## config.mk

```make
export PLATFORM = sky130hd
export DESIGN_NAME = icache_cfg_regs
export DESIGN_NICKNAME = d
export VERILOG_FILES = /design/src/logic/icache_pkg.sv /design/src/logic/icache_cfg_regs.sv
export SDC_FILE = /design/constraint.sdc
export NUM_CORES = 1
export LEC_CHECK = 0
export ABC_AREA = 1
export BUFFER_PORTS_ARGS = -buffer_cell sky130_fd_sc_hd__buf_2
export CORE_MARGIN = 1.5
export CORE_UTILIZATION = 60
export DETAILED_ROUTE_END_ITERATION = 7
export GPL_ROUTABILITY_DRIVEN = 0
export PLACE_DENSITY = 0.82
export SKIP_LAST_GASP = 1
export SLEW_MARGIN = 20
export SYNTH_ARGS = -nofsm -noshare
export SYNTH_HDL_FRONTEND = slang
export SYNTH_SLANG_ARGS = --single-unit
export TNS_END_PERCENT = 100
```

## constraint.sdc

```tcl
create_clock -name clk -period 4.6 [get_ports clk]
set_clock_uncertainty 0.2 [all_clocks]
set_input_delay 1.15 -clock clk [delete_from_list [all_inputs] [get_ports clk]]
set_output_delay 1.15 -clock clk [all_outputs]
set_load 0.02 [all_outputs]
```

## src/logic/icache_pkg.sv

```systemverilog
`default_nettype none

package icache_pkg;

    // cache geometry
    localparam int SETS    = 64;
    localparam int INDEX_W = 6;
    localparam int TAG_W   = 23;
    localparam int WORD_W  = 32;

    // one ram row carries both ways, way 0 in the low half
    localparam int LINE_W  = 128;

    // register port
    localparam int CFG_ADDR_W = 2;

    localparam logic [CFG_ADDR_W-1:0] CFG_CTRL   = 2'd0;
    localparam logic [CFG_ADDR_W-1:0] CFG_HITS   = 2'd1;
    localparam logic [CFG_ADDR_W-1:0] CFG_MISSES = 2'd2;

    // fetch address split into its cache fields
    typedef struct packed {
        logic [TAG_W-1:0]   tag;
        logic [INDEX_W-1:0] index;
        logic               word;
        logic [1:0]         offset;
    } fetch_fields_t;

    // the same fetch word, seen raw or by field
    typedef union packed {
        logic [WORD_W-1:0] raw;
        fetch_fields_t     fields;
    } fetch_addr_u;

    // lookup result
    typedef struct packed {
        logic hit;
        logic way;
    } hit_info_t;

    // tag store fill
    typedef struct packed {
        logic               we;
        logic               way;
        logic [INDEX_W-1:0] index;
        logic [TAG_W-1:0]   tag;
    } tag_wr_t;

    // steering from the register block
    typedef struct packed {
        logic enable;
        logic flush;
    } cfg_t;

    // event pulses, one per finished lookup
    typedef struct packed {
        logic hit;
        logic miss;
    } stat_t;

endpackage

`default_nettype wire

```

## src/logic/icache_cfg_regs.sv

```systemverilog
`timescale 1ns/1ps
`default_nettype none

module icache_cfg_regs import icache_pkg::*; (
    input  logic                  clk,
    input  logic                  rst,
    input  logic                  cfg_we,
    input  logic [CFG_ADDR_W-1:0] cfg_addr,
    input  logic [WORD_W-1:0]     cfg_wdata,
    output logic [WORD_W-1:0]     cfg_rdata,
    output cfg_t                  cfg,
    input  stat_t                 stat
);

    logic              enable_q;
    logic [WORD_W-1:0] hits_q;
    logic [WORD_W-1:0] misses_q;

    logic ctrl_we;
    logic cnt_clear;

    assign ctrl_we   = cfg_we && (cfg_addr == CFG_CTRL);
    assign cnt_clear = cfg_we && (cfg_addr == CFG_HITS || cfg_addr == CFG_MISSES);

    always_ff @(posedge clk) begin
        if (rst) begin
            enable_q <= 1'b1;
        end else if (ctrl_we) begin
            enable_q <= cfg_wdata[0];
        end
    end

    // flush lasts exactly the write cycle
    assign cfg.enable = enable_q;
    assign cfg.flush  = ctrl_we && cfg_wdata[1];

    // either counter address clears both
    always_ff @(posedge clk) begin
        if (rst || cnt_clear) begin
            hits_q   <= '0;
            misses_q <= '0;
        end else begin
            hits_q   <= hits_q + WORD_W'(stat.hit);
            misses_q <= misses_q + WORD_W'(stat.miss);
        end
    end

    // flush bit always reads back as 0
    always_comb begin
        case (cfg_addr)
            CFG_CTRL:   cfg_rdata = {{(WORD_W-1){1'b0}}, enable_q};
            CFG_HITS:   cfg_rdata = hits_q;
            CFG_MISSES: cfg_rdata = misses_q;
            default:    cfg_rdata = '0;
        endcase
    end

endmodule

`default_nettype wire

```

==> flow_summary.toml <==
[routing]
ant_nets = 0
routedWlPerCell_um = 13.0
drt-total-wl_mm = 9.70
avgViaCountPerCell = 5.37
drcViolationCount = 0
drt_iter0_markers = 293
dr.pass1.iters = 6
num_vias = 4003

[critical_path]
crit_path_top_delay_cell = "ha_1"
startpoint_type = "input port"
crit_type = "in2out"
critPathMaxFanout = 32
path_buf_inv = 3
regToRegSetupSlack_ps = 2660
max_stage_delay_ps = 840
crit_path_frequent_cell = "buf_2"
critPathArrivalTime_ps = 2480
reg2reg_depth = 9
end_kind = "primary output"
cpLargestDelayFamily = "adder cells"
rr_endpoint = "hits_q[22]$_SDFF_PP0_"
cp.depth = 5
reg2reg_from = "hits_q[0]$_SDFF_PP0_"
critPathRequiredTime_ps = 3250
path_cells = "buf_2, ha_1, a31o_2, inv_1, buf_2"

[timing]
min_period_over_period_pct = 83.3
timing.slew.headroom_pct = 31.3
worst_slew_pin_slew_ps = 1030
tns_ps = 0
finalHoldViolCount = 0
holdWs_ps = 312
final-setup-viol-count = 0
slew_violations = 0
period_minus_slack_ps = 3830
fmax_ghz = 0.261
rsz0062_at_grt = "no"

[die]
die_y_um = 82.9
dieArea_sq_um = 6880
start_util_pct = 63.3
top_level_ports = 73
fp-row-count = 28
coreArea_sq_um = 6060
die_w_um = 82.9

[run]
timing.max_cap.violations = 0

[global_route]
grt-ovfl-total = 0
grt_antenna_before_repair = 0
grt_pass1_vias = 3635
grt_usage_pct = 28.5
grt_max_degree = 42
grt_pass1_wl_mm = 16.2

[power_and_ir_drop]
p_comb_share_pct = 6.2
swShare_pct = 24.2
p_int_w = 0.000786
power_w = 0.00104
seqPwrFrac_pct = 54.8
pwr-share-clk_pct = 39.0
vdd.ir_drop.worst_mv = 0.173
p_leak_nw = 1.52
power.density_nw_per_um2 = 244
p_switching_w = 0.000252

[yosys]
synthTopCellsByArea = "dfxtp_1 (34%), nand2_1 (20%), nor2_1 (13%), a21oi_1 (9.4%), nand3_1 (4.4%)"
syn-cell-area_sq_um = 3830
synth-simple-area-share_pct = 45.4
synth_xor_area_share_pct = 0.914
synth_cells = 629
yosys-mux-area-fraction_pct = 0
synth_compound_area_share_pct = 11.6
synth_edf_count = 0
yosysTopAreaCellShare_pct = 33.9
post-synth-top-count-cell = "nand2_1"
synth_top_family_by_area = "simple AND/OR/NAND/NOR gates"
synth_seq_cells = 65
synth_largest_area_cell = "dfxtp_1"
synth-adder-area-share_pct = 2.94
syn_avg_cell_area_sq_um = 6.10
synthesis.nets = 677
yosys_warnings = 0
ys_seq_area_share_pct = 33.9
synth.distinct_cells = 29
synth_common_cells = "nand2_1 (209), nor2_1 (131), a21oi_1 (72)"
ys.flop_type = "dfxtp_1"
synthArstFlopShare_pct = 0

[finish]
drive_gt1_share_pct = 12.4
area_growth_pct = 10.8
n_antenna_cell = 0
final_nets = 717

[clocking]
clk_root_buffer_cell = "clkbuf_8"
postCtsHoldBufs = 0
ctsHtreeMaxLevel = 3
cts.path.max_buffers = 2
cts_tree = "yes"
ctsResizeCount = 0
cts_buffers = 9
clock-sinks = 65
path_clk_slew_ps = 60
clk_latency_ps = 350
post_cts_buffers = 0

[place]
portBuffers = 42
dp_hpwl_mm = 7.20

[min_path]
hold_end = "hits_q[8]$_SDFF_PP0_"
hold_depth = 2
min_path_type = "reg2reg"
min_from = "hits_q[8]$_SDFF_PP0_"

[run_status]
outcome = "finished, final reports clean"
-- power groups by stage --
stage	Combinational [W]	Sequential [W]	Clock, W
after floorplan	0.0000487	0.000581	0
after global placement	0.0000611	0.000581	0
after detailed placement	0.0000637	0.000582	0
after CTS	0.0000640	0.000569	0.000405
after global routing	0.0000724	0.000569	0.000432
final	0.0000639	0.000569	0.000405
-- worst min-delay path, stage by stage (launching register included) --
cell and delay [ps]:
dfxtp_1 340, inv_1 70, a21oi_1 60
-- through the flow --
stage               setup slack [ps]  utilization (%)  instance area (sq um)  instances
finish                           769             70.1                   4250        746
floorplan                       1120                -                   3830        629
global route                     671             70.1                   4250        746
CTS                              791             70.1                   4250        746
detailed placement               783             67.6                   4100        733
global placement                 811             67.6                   4100        733
-- logic make-up (layout without fill, tap and decap cells) --
logic type,Yosys count,count (layout)
AOI/OAI and AO/OA,86,86
xor gates and xnor gates,4,4
adders and majority gates,9,9
buffers and inverters,52,94
DFF,65,65
and+or+nand+nor,413,413
-- registers in the layout, summed over array words and instances (netlist names) --
signal / count
hits_q: 32
misses_q: 32
enable_q: 1
-- layout by cell type, fill, tap and decap left out --
master,n
nand2_2,6
nand2_1,209
nand3_1,34
clkbuf_8,10
a31o_2,1
ha_1,9
a21oi_2,1
nor3b_1,3
or2_2,2
o21ai_0,9
and2_1,4
o21a_1,2
and3_1,1
nor2_4,9
a21oi_1,72
nand3b_1,1
nand4_1,1
xor2_1,4
dfxtp_1,65
buf_4,3
buf_2,42
or2_0,1
clkbuf_1,2
clkinv_2,1
nor2_2,7
or2_1,1
a21o_1,1
nor3_1,2
nor3_2,1
nor2_1,131
inv_1,36
-- how the worst max path moves through the flow --
stage | from | to | slack, ps
floorplan | cfg_addr[1] | cfg_rdata[10] | 1120
global route | cfg_addr[0] | cfg_rdata[28] | 670
global placement | cfg_addr[0] | cfg_rdata[0] | 810
detailed placement | cfg_addr[0] | cfg_rdata[0] | 780
finish | cfg_addr[0] | cfg_rdata[0] | 770
CTS | cfg_addr[0] | cfg_rdata[0] | 790
-- layer usage --
metal  vias up  part of all wire, %  GRT usage (%)
met5         -                    0              0
met2       129                   48           48.0
li1       2074                    -              -
met1      1774                   44           36.0
met3        26                  5.5           3.58
met4         0                  2.6           14.2
-- area by class of cell --
| type | count | area, sq um |
|---|---|---|
| clock buffer | 12 | 145 |
| tap | 75 | 93.8 |
| clock inverter | 1 | 5.00 |
| timing repair buffer | 45 | 233 |
| sequential | 65 | 1300 |
| inverter | 36 | 135 |
| multi-input combinational | 512 | 2330 |
| fill | 579 | 1810 |
Power figures use the tool's default switching activity.
