===== config.mk =====
export PLATFORM = sky130hd
export DESIGN_NAME = icache_ctrl
export DESIGN_NICKNAME = d
export VERILOG_FILES = /design/src/logic/icache_pkg.sv /design/src/logic/icache_ctrl.sv
export SDC_FILE = /design/constraint.sdc
export NUM_CORES = 1
export LEC_CHECK = 0
export ABC_AREA = 1
export BUFFER_PORTS_ARGS = -buffer_cell sky130_fd_sc_hd__buf_2
export CORE_AREA = 8 8 165 167
export DETAILED_ROUTE_END_ITERATION = 6
export DIE_AREA = 0 0 173 175
export GPL_TIMING_DRIVEN = 0
export HOLD_SLACK_MARGIN = 0.05
export PLACE_DENSITY_LB_ADDON = 0.2
export REMOVE_ABC_BUFFERS = 1
export SYNTH_ARGS = -nofsm -noshare
export SYNTH_HDL_FRONTEND = slang
export SYNTH_SLANG_ARGS = --single-unit

===== constraint.sdc =====
create_clock -name clk -period 6.4 [get_ports clk]
set_input_delay 0.32 -clock clk [delete_from_list [all_inputs] [get_ports clk]]
set_output_delay 0.32 -clock clk [all_outputs]
set_load 0.005 [all_outputs]

===== src/logic/icache_pkg.sv =====
`default_nettype none

package icache_pkg;

    // cache geometry
    localparam int SETS    = 64;
    localparam int INDEX_W = 6;
    localparam int TAG_W   = 23;
    localparam int WORD_W  = 32;

    // one ram row carries both ways, way 0 in the low half
    localparam int LINE_W  = 128;

    // register port
    localparam int CFG_ADDR_W = 2;

    localparam logic [CFG_ADDR_W-1:0] CFG_CTRL   = 2'd0;
    localparam logic [CFG_ADDR_W-1:0] CFG_HITS   = 2'd1;
    localparam logic [CFG_ADDR_W-1:0] CFG_MISSES = 2'd2;

    // fetch address split into its cache fields
    typedef struct packed {
        logic [TAG_W-1:0]   tag;
        logic [INDEX_W-1:0] index;
        logic               word;
        logic [1:0]         offset;
    } fetch_fields_t;

    // the same fetch word, seen raw or by field
    typedef union packed {
        logic [WORD_W-1:0] raw;
        fetch_fields_t     fields;
    } fetch_addr_u;

    // lookup result
    typedef struct packed {
        logic hit;
        logic way;
    } hit_info_t;

    // tag store fill
    typedef struct packed {
        logic               we;
        logic               way;
        logic [INDEX_W-1:0] index;
        logic [TAG_W-1:0]   tag;
    } tag_wr_t;

    // steering from the register block
    typedef struct packed {
        logic enable;
        logic flush;
    } cfg_t;

    // event pulses, one per finished lookup
    typedef struct packed {
        logic hit;
        logic miss;
    } stat_t;

endpackage

`default_nettype wire


===== src/logic/icache_ctrl.sv =====
`timescale 1ns/1ps
`default_nettype none

module icache_ctrl import icache_pkg::*; (
    input  logic                clk,
    input  logic                rst,
    // fetch side
    input  logic                valid,
    input  fetch_addr_u         addr,
    output logic                addr_ok,
    output logic                data_ok,
    output logic [WORD_W-1:0]   rdata,
    // memory side
    output logic                rd_req,
    output logic [WORD_W-1:0]   rd_addr,
    input  logic                ret_valid,
    input  logic [LINE_W/2-1:0] ret_data,
    // register block
    input  cfg_t                cfg,
    output stat_t               stat,
    // tag store
    output logic [INDEX_W-1:0]  lookup_index,
    output logic [TAG_W-1:0]    lookup_tag,
    output tag_wr_t             tag_wr,
    output logic                touch,
    input  hit_info_t           hit,
    input  logic                victim,
    // data ram
    output logic [INDEX_W-1:0]  ram_rd_index,
    output logic                ram_rd_en,
    output logic [INDEX_W-1:0]  ram_wr_index,
    output logic                ram_wr_way,
    output logic                ram_wr_en,
    output logic [LINE_W/2-1:0] ram_wr_line,
    input  logic [LINE_W-1:0]   ram_rd_line
);

    typedef enum logic [1:0] {
        IDLE   = 2'd0,
        LOOKUP = 2'd1,
        MISS   = 2'd2,
        REFILL = 2'd3
    } state_t;

    state_t state_q;
    state_t state_d;

    fetch_addr_u         req_q;
    logic [LINE_W/2-1:0] line_q;

    logic                accept;
    logic                lookup_hit;
    logic                fill;
    logic [LINE_W/2-1:0] hit_half;
    logic [WORD_W-1:0]   hit_word;
    logic [WORD_W-1:0]   refill_word;

    assign addr_ok = (state_q == IDLE);
    assign accept  = valid && addr_ok;

    // request buffer
    always_ff @(posedge clk) begin
        if (accept) begin
            req_q <= addr;
        end
    end

    // ram is read with the incoming index so data is ready in LOOKUP
    assign ram_rd_index = addr.fields.index;
    assign ram_rd_en    = accept;

    assign lookup_index = req_q.fields.index;
    assign lookup_tag   = req_q.fields.tag;

    // a disabled cache never hits
    assign lookup_hit = (state_q == LOOKUP) && hit.hit && cfg.enable;
    assign touch      = lookup_hit;

    assign stat.hit  = lookup_hit;
    assign stat.miss = (state_q == LOOKUP) && !lookup_hit;

    assign hit_half = hit.way ? ram_rd_line[LINE_W-1:LINE_W/2] : ram_rd_line[LINE_W/2-1:0];
    assign hit_word = hit_half[req_q.fields.word*WORD_W +: WORD_W];

    // memory request for the whole line
    assign rd_req  = (state_q == MISS);
    assign rd_addr = {req_q.fields.tag, req_q.fields.index, 3'b000};

    always_ff @(posedge clk) begin
        if (rd_req && ret_valid) begin
            line_q <= ret_data;
        end
    end

    assign refill_word = line_q[req_q.fields.word*WORD_W +: WORD_W];

    // no fill when disabled, and a fill racing a flush is dropped
    assign fill = (state_q == REFILL) && cfg.enable && !cfg.flush;

    assign tag_wr.we    = fill;
    assign tag_wr.way   = victim;
    assign tag_wr.index = req_q.fields.index;
    assign tag_wr.tag   = req_q.fields.tag;

    assign ram_wr_en    = fill;
    assign ram_wr_way   = victim;
    assign ram_wr_index = req_q.fields.index;
    assign ram_wr_line  = line_q;

    assign data_ok = lookup_hit || (state_q == REFILL);
    assign rdata   = (state_q == REFILL) ? refill_word : hit_word;

    always_comb begin
        state_d = state_q;
        case (state_q)
            IDLE: begin
                if (accept) begin
                    state_d = LOOKUP;
                end
            end
            LOOKUP: begin
                state_d = lookup_hit ? IDLE : MISS;
            end
            MISS: begin
                if (ret_valid) begin
                    state_d = REFILL;
                end
            end
            default: begin
                state_d = IDLE;
            end
        endcase
    end

    always_ff @(posedge clk) begin
        if (rst) begin
            state_q <= IDLE;
        end else begin
            state_q <= state_d;
        end
    end

    // data only follows an accept or a memory return by one cycle
    a_data_ok_state: assert property (
        @(posedge clk) disable iff (rst)
        data_ok |-> ($past(accept) || $past(rd_req && ret_valid))
    );

    // memory sees a steady request until it answers
    a_rd_req_hold: assert property (
        @(posedge clk) disable iff (rst)
        (rd_req && !ret_valid) |=> (rd_req && $stable(rd_addr))
    );

endmodule

`default_nettype wire


==> impl_metrics.toml <==
[final_layout]
area_growth_pct = 37.4
nNetsFinal = 1221
drive_gt1_frac = 0.464
filler_cell_count = 2717
fin_cells = 1326

[clock_network]
holdBufCountCts = 0
cts.sinks = 96
numCtsBuffers = 9
clock_path_buffers = 2
cts.clk_slew.worst_paths_ps = 80
cts_resized = 0
ctsHtreeMaxLevel = 3
postCtsSetupBuffers = 0
cts_root_buf = "clkbuf_16"
clk_latency_ps = 340
cts_tree = "yes"

[worst_setup_path]
rrSetupSlack_ps = 4520
end_kind = "primary output"
crit_path_max_fanout = 32
reg2regPathDepth = 3
arrival_ps = 2390
crit_type = "reg2out"
critPathLaunchType = "flip-flop"
r2r-end = "req_q[27]$_DFFE_PP_"
crit-reg2reg-launch = "state_q[1]$_SDFFE_PP0P_"
worstPathRequired_ps = 6080

[synth]
yosysMostFrequentCell = "nand2_1"
syn-mean-instance-area_sq_um = 8.31
synth_top_area_share = 0.503
synth_ff_type = "edfxtp_1"
synth_edf_count = 94
synth_area_leader_cell = "edfxtp_1"
synth_seq_cells = 96
yosys-top-cells-area = "edfxtp_1 50%, nand2_1 15%, buf_4 14%, nor2_1 8.8%, nand3_1 5.8%"
yosysWarnings = 0
syn_area_sq_um = 5610
synth_cell_type_count = 16
syn-instance-count = 675
synth_seq_area_share = 0.510
synth_top_cells_by_count = "227 x nand2_1, 131 x nor2_1, 107 x buf_4"
async_reset_ff_frac = 0

[sta]
tns_ps = 0
max_slew_margin = 0.198
hold_slack_ps = 137
fin_skew_ps = 9.37
hold_violations = 0
max_freq_ghz = 0.369
worstMarginPinSlew_ps = 1200
rsz0062_at_grt = "no"
setup_viol = 0
maxSlewViolCount = 0
finalCritPeriodShare = 0.423
fin_crit_ps = 2710

[run_status]
status = "finished, final reports clean"

[floorplan]
coreArea_sq_um = 24700
pin_count = 442
num_rows = 58
die_area_sq_um = 30300
die_h_microns = 175
initial_core_util = 0.227
die_x_microns = 173

[grt]
grt_overflow_total = 0
grt_pass1_vias = 5653
antenna_found_initial = 5
track_usage = 0.148
grt_pass1_wl_microns = 34400
grt_max_degree = 77

[route]
final_antenna_net_count = 0
top_layer = "met5"
met1Wirelength_microns = 8910
drc = 0
routed_wirelength_microns = 23400
vias_per_cell = 4.12
wl_met2_microns = 12300
vias = 5462
post_drt_wl_per_cell_microns = 17.7
met3RoutedLength_microns = 1830
drt_pass1_iterations = 4
drtIter0Drc = 216

[pwr]
p_seq_frac = 0.439
power.share.clock = 0.381
pwr-share-comb = 0.180
switching_share = 0.263
p_int_w = 0.00126
power_density_nw_per_um2 = 221
peakVddDrop_mv = 0.0936
p_leak_nw = 3.98
p_sw_w = 0.000447

[placed_design]
place.gp.congestion = 0.780
hpwl_microns = 18400
place_inst = 1306
port_buffers = 433

[hold_path]
min_to = "req_q[17]$_DFFE_PP_"
whs_path_depth = 1
worstHoldPathType = "in2reg"
hp-start = "addr[17]"

[flow_run]
cap_violations = 0
[per-layer routing]
metal	track usage	up-vias
met5	0	-
met4	0.0564	4
met3	0.0518	19
met2	0.268	262
met1	0.155	2497
li1	-	2680
[cells by family after synthesis]
group | Yosys count | share of synthesized area
simple gates | 426 | 0.302
buf+inv | 148 | 0.184
flops | 96 | 0.510
compound gates | 4 | 0.00357
other cells | 1 | 0.000669
[layout by cell type (no fill, tap or decap)]
master | Yosys | layout
dfxtp_1 | 2 | 2
buf_16 | 0 | 2
inv_6 | 0 | 2
conb_1 | 1 | 3
nor3b_2 | 1 | 1
clkbuf_16 | 0 | 9
nand3_1 | 65 | 65
clkinvlp_4 | 0 | 1
buf_12 | 0 | 3
nand2_4 | 0 | 1
nor3_1 | 2 | 1
nor2_4 | 0 | 1
nor2_1 | 131 | 130
nor3_2 | 0 | 1
nand2_1 | 227 | 226
bufinv_16 | 0 | 3
a21oi_1 | 3 | 3
o21ai_0 | 1 | 1
clkbuf_1 | 15 | 1
buf_2 | 10 | 433
inv_1 | 7 | 6
inv_2 | 1 | 2
diode_2 | 0 | 3
buf_6 | 8 | 2
edfxtp_1 | 94 | 94
[worst max-delay path by stage]
| stage | startpoint | end | slack (ps) | depth (start not counted) |
|---|---|---|---|---|
| 4_1_cts | hit[0] | rdata[4] | 3120 | 7 |
| 3_3_place_gp | state_q[0]$_SDFFE_PP0P_ | ram_wr_line[60]$_DFFE_PP_ | 940 | 3 |
| 6_report | req_q[2]$_DFFE_PP_ | rdata[28] | 3690 | 5 |
| 3_5_place_dp | hit[0] | rdata[4] | 3120 | 7 |
| 2_1_floorplan | state_q[0]$_SDFFE_PP0P_ | ram_wr_line[0]$_DFFE_PP_ | 2740 | 3 |
| 5_1_grt | req_q[2]$_DFFE_PP_ | rdata[24] | 3450 | 5 |
[power by group through the flow]
stage	clock network (W)	logic, W	registers (W)
after floorplan	0	0.000102	0.000764
after global placement	0	0.000303	0.000768
after detailed placement	0	0.000312	0.000762
after CTS	0.000675	0.000314	0.000749
after global routing	0.000695	0.000344	0.000751
final	0.000649	0.000306	0.000747
[sequential cells by signal, indices dropped and copies added (netlist names)]
register and cells:
ram_wr_line 64, req_q 30, state_q 2
[worst max-delay path: stages (launching register included)]
cell and delay, ps:
edfxtp_1 910, inv_2 550, nor2_1 290, nand2_1 70, nand2_1 70, buf_2 110
[layout make-up]
| type | instances | area (sq um) | area share |
|---|---|---|---|
| clock buffer | 10 | 229 | 0.0297 |
| timing repair buffer | 440 | 2300 | 0.299 |
| tap | 330 | 413 | 0.0536 |
| inverter | 8 | 30.0 | 0.00390 |
| multi-input combinational | 433 | 1740 | 0.226 |
| clock inverter | 6 | 115 | 0.0149 |
| sequential | 96 | 2860 | 0.372 |
| antenna | 3 | 7.51 | 0.000974 |
[per-stage QoR]
step | total power (W) | util | setup WS [ps] | cell area, sq um
6_report | 0.00170 | 0.312 | 3690 | 7700
4_1_cts | 0.00174 | 0.311 | 3120 | 7680
3_5_place_dp | 0.00107 | 0.297 | 3120 | 7330
3_3_place_gp | 0.00107 | 0.292 | 944 | 7200
5_1_grt | 0.00179 | 0.312 | 3450 | 7700
2_1_floorplan | 0.000866 | - | 2740 | 4620
(Power assumes the default switching activity.)
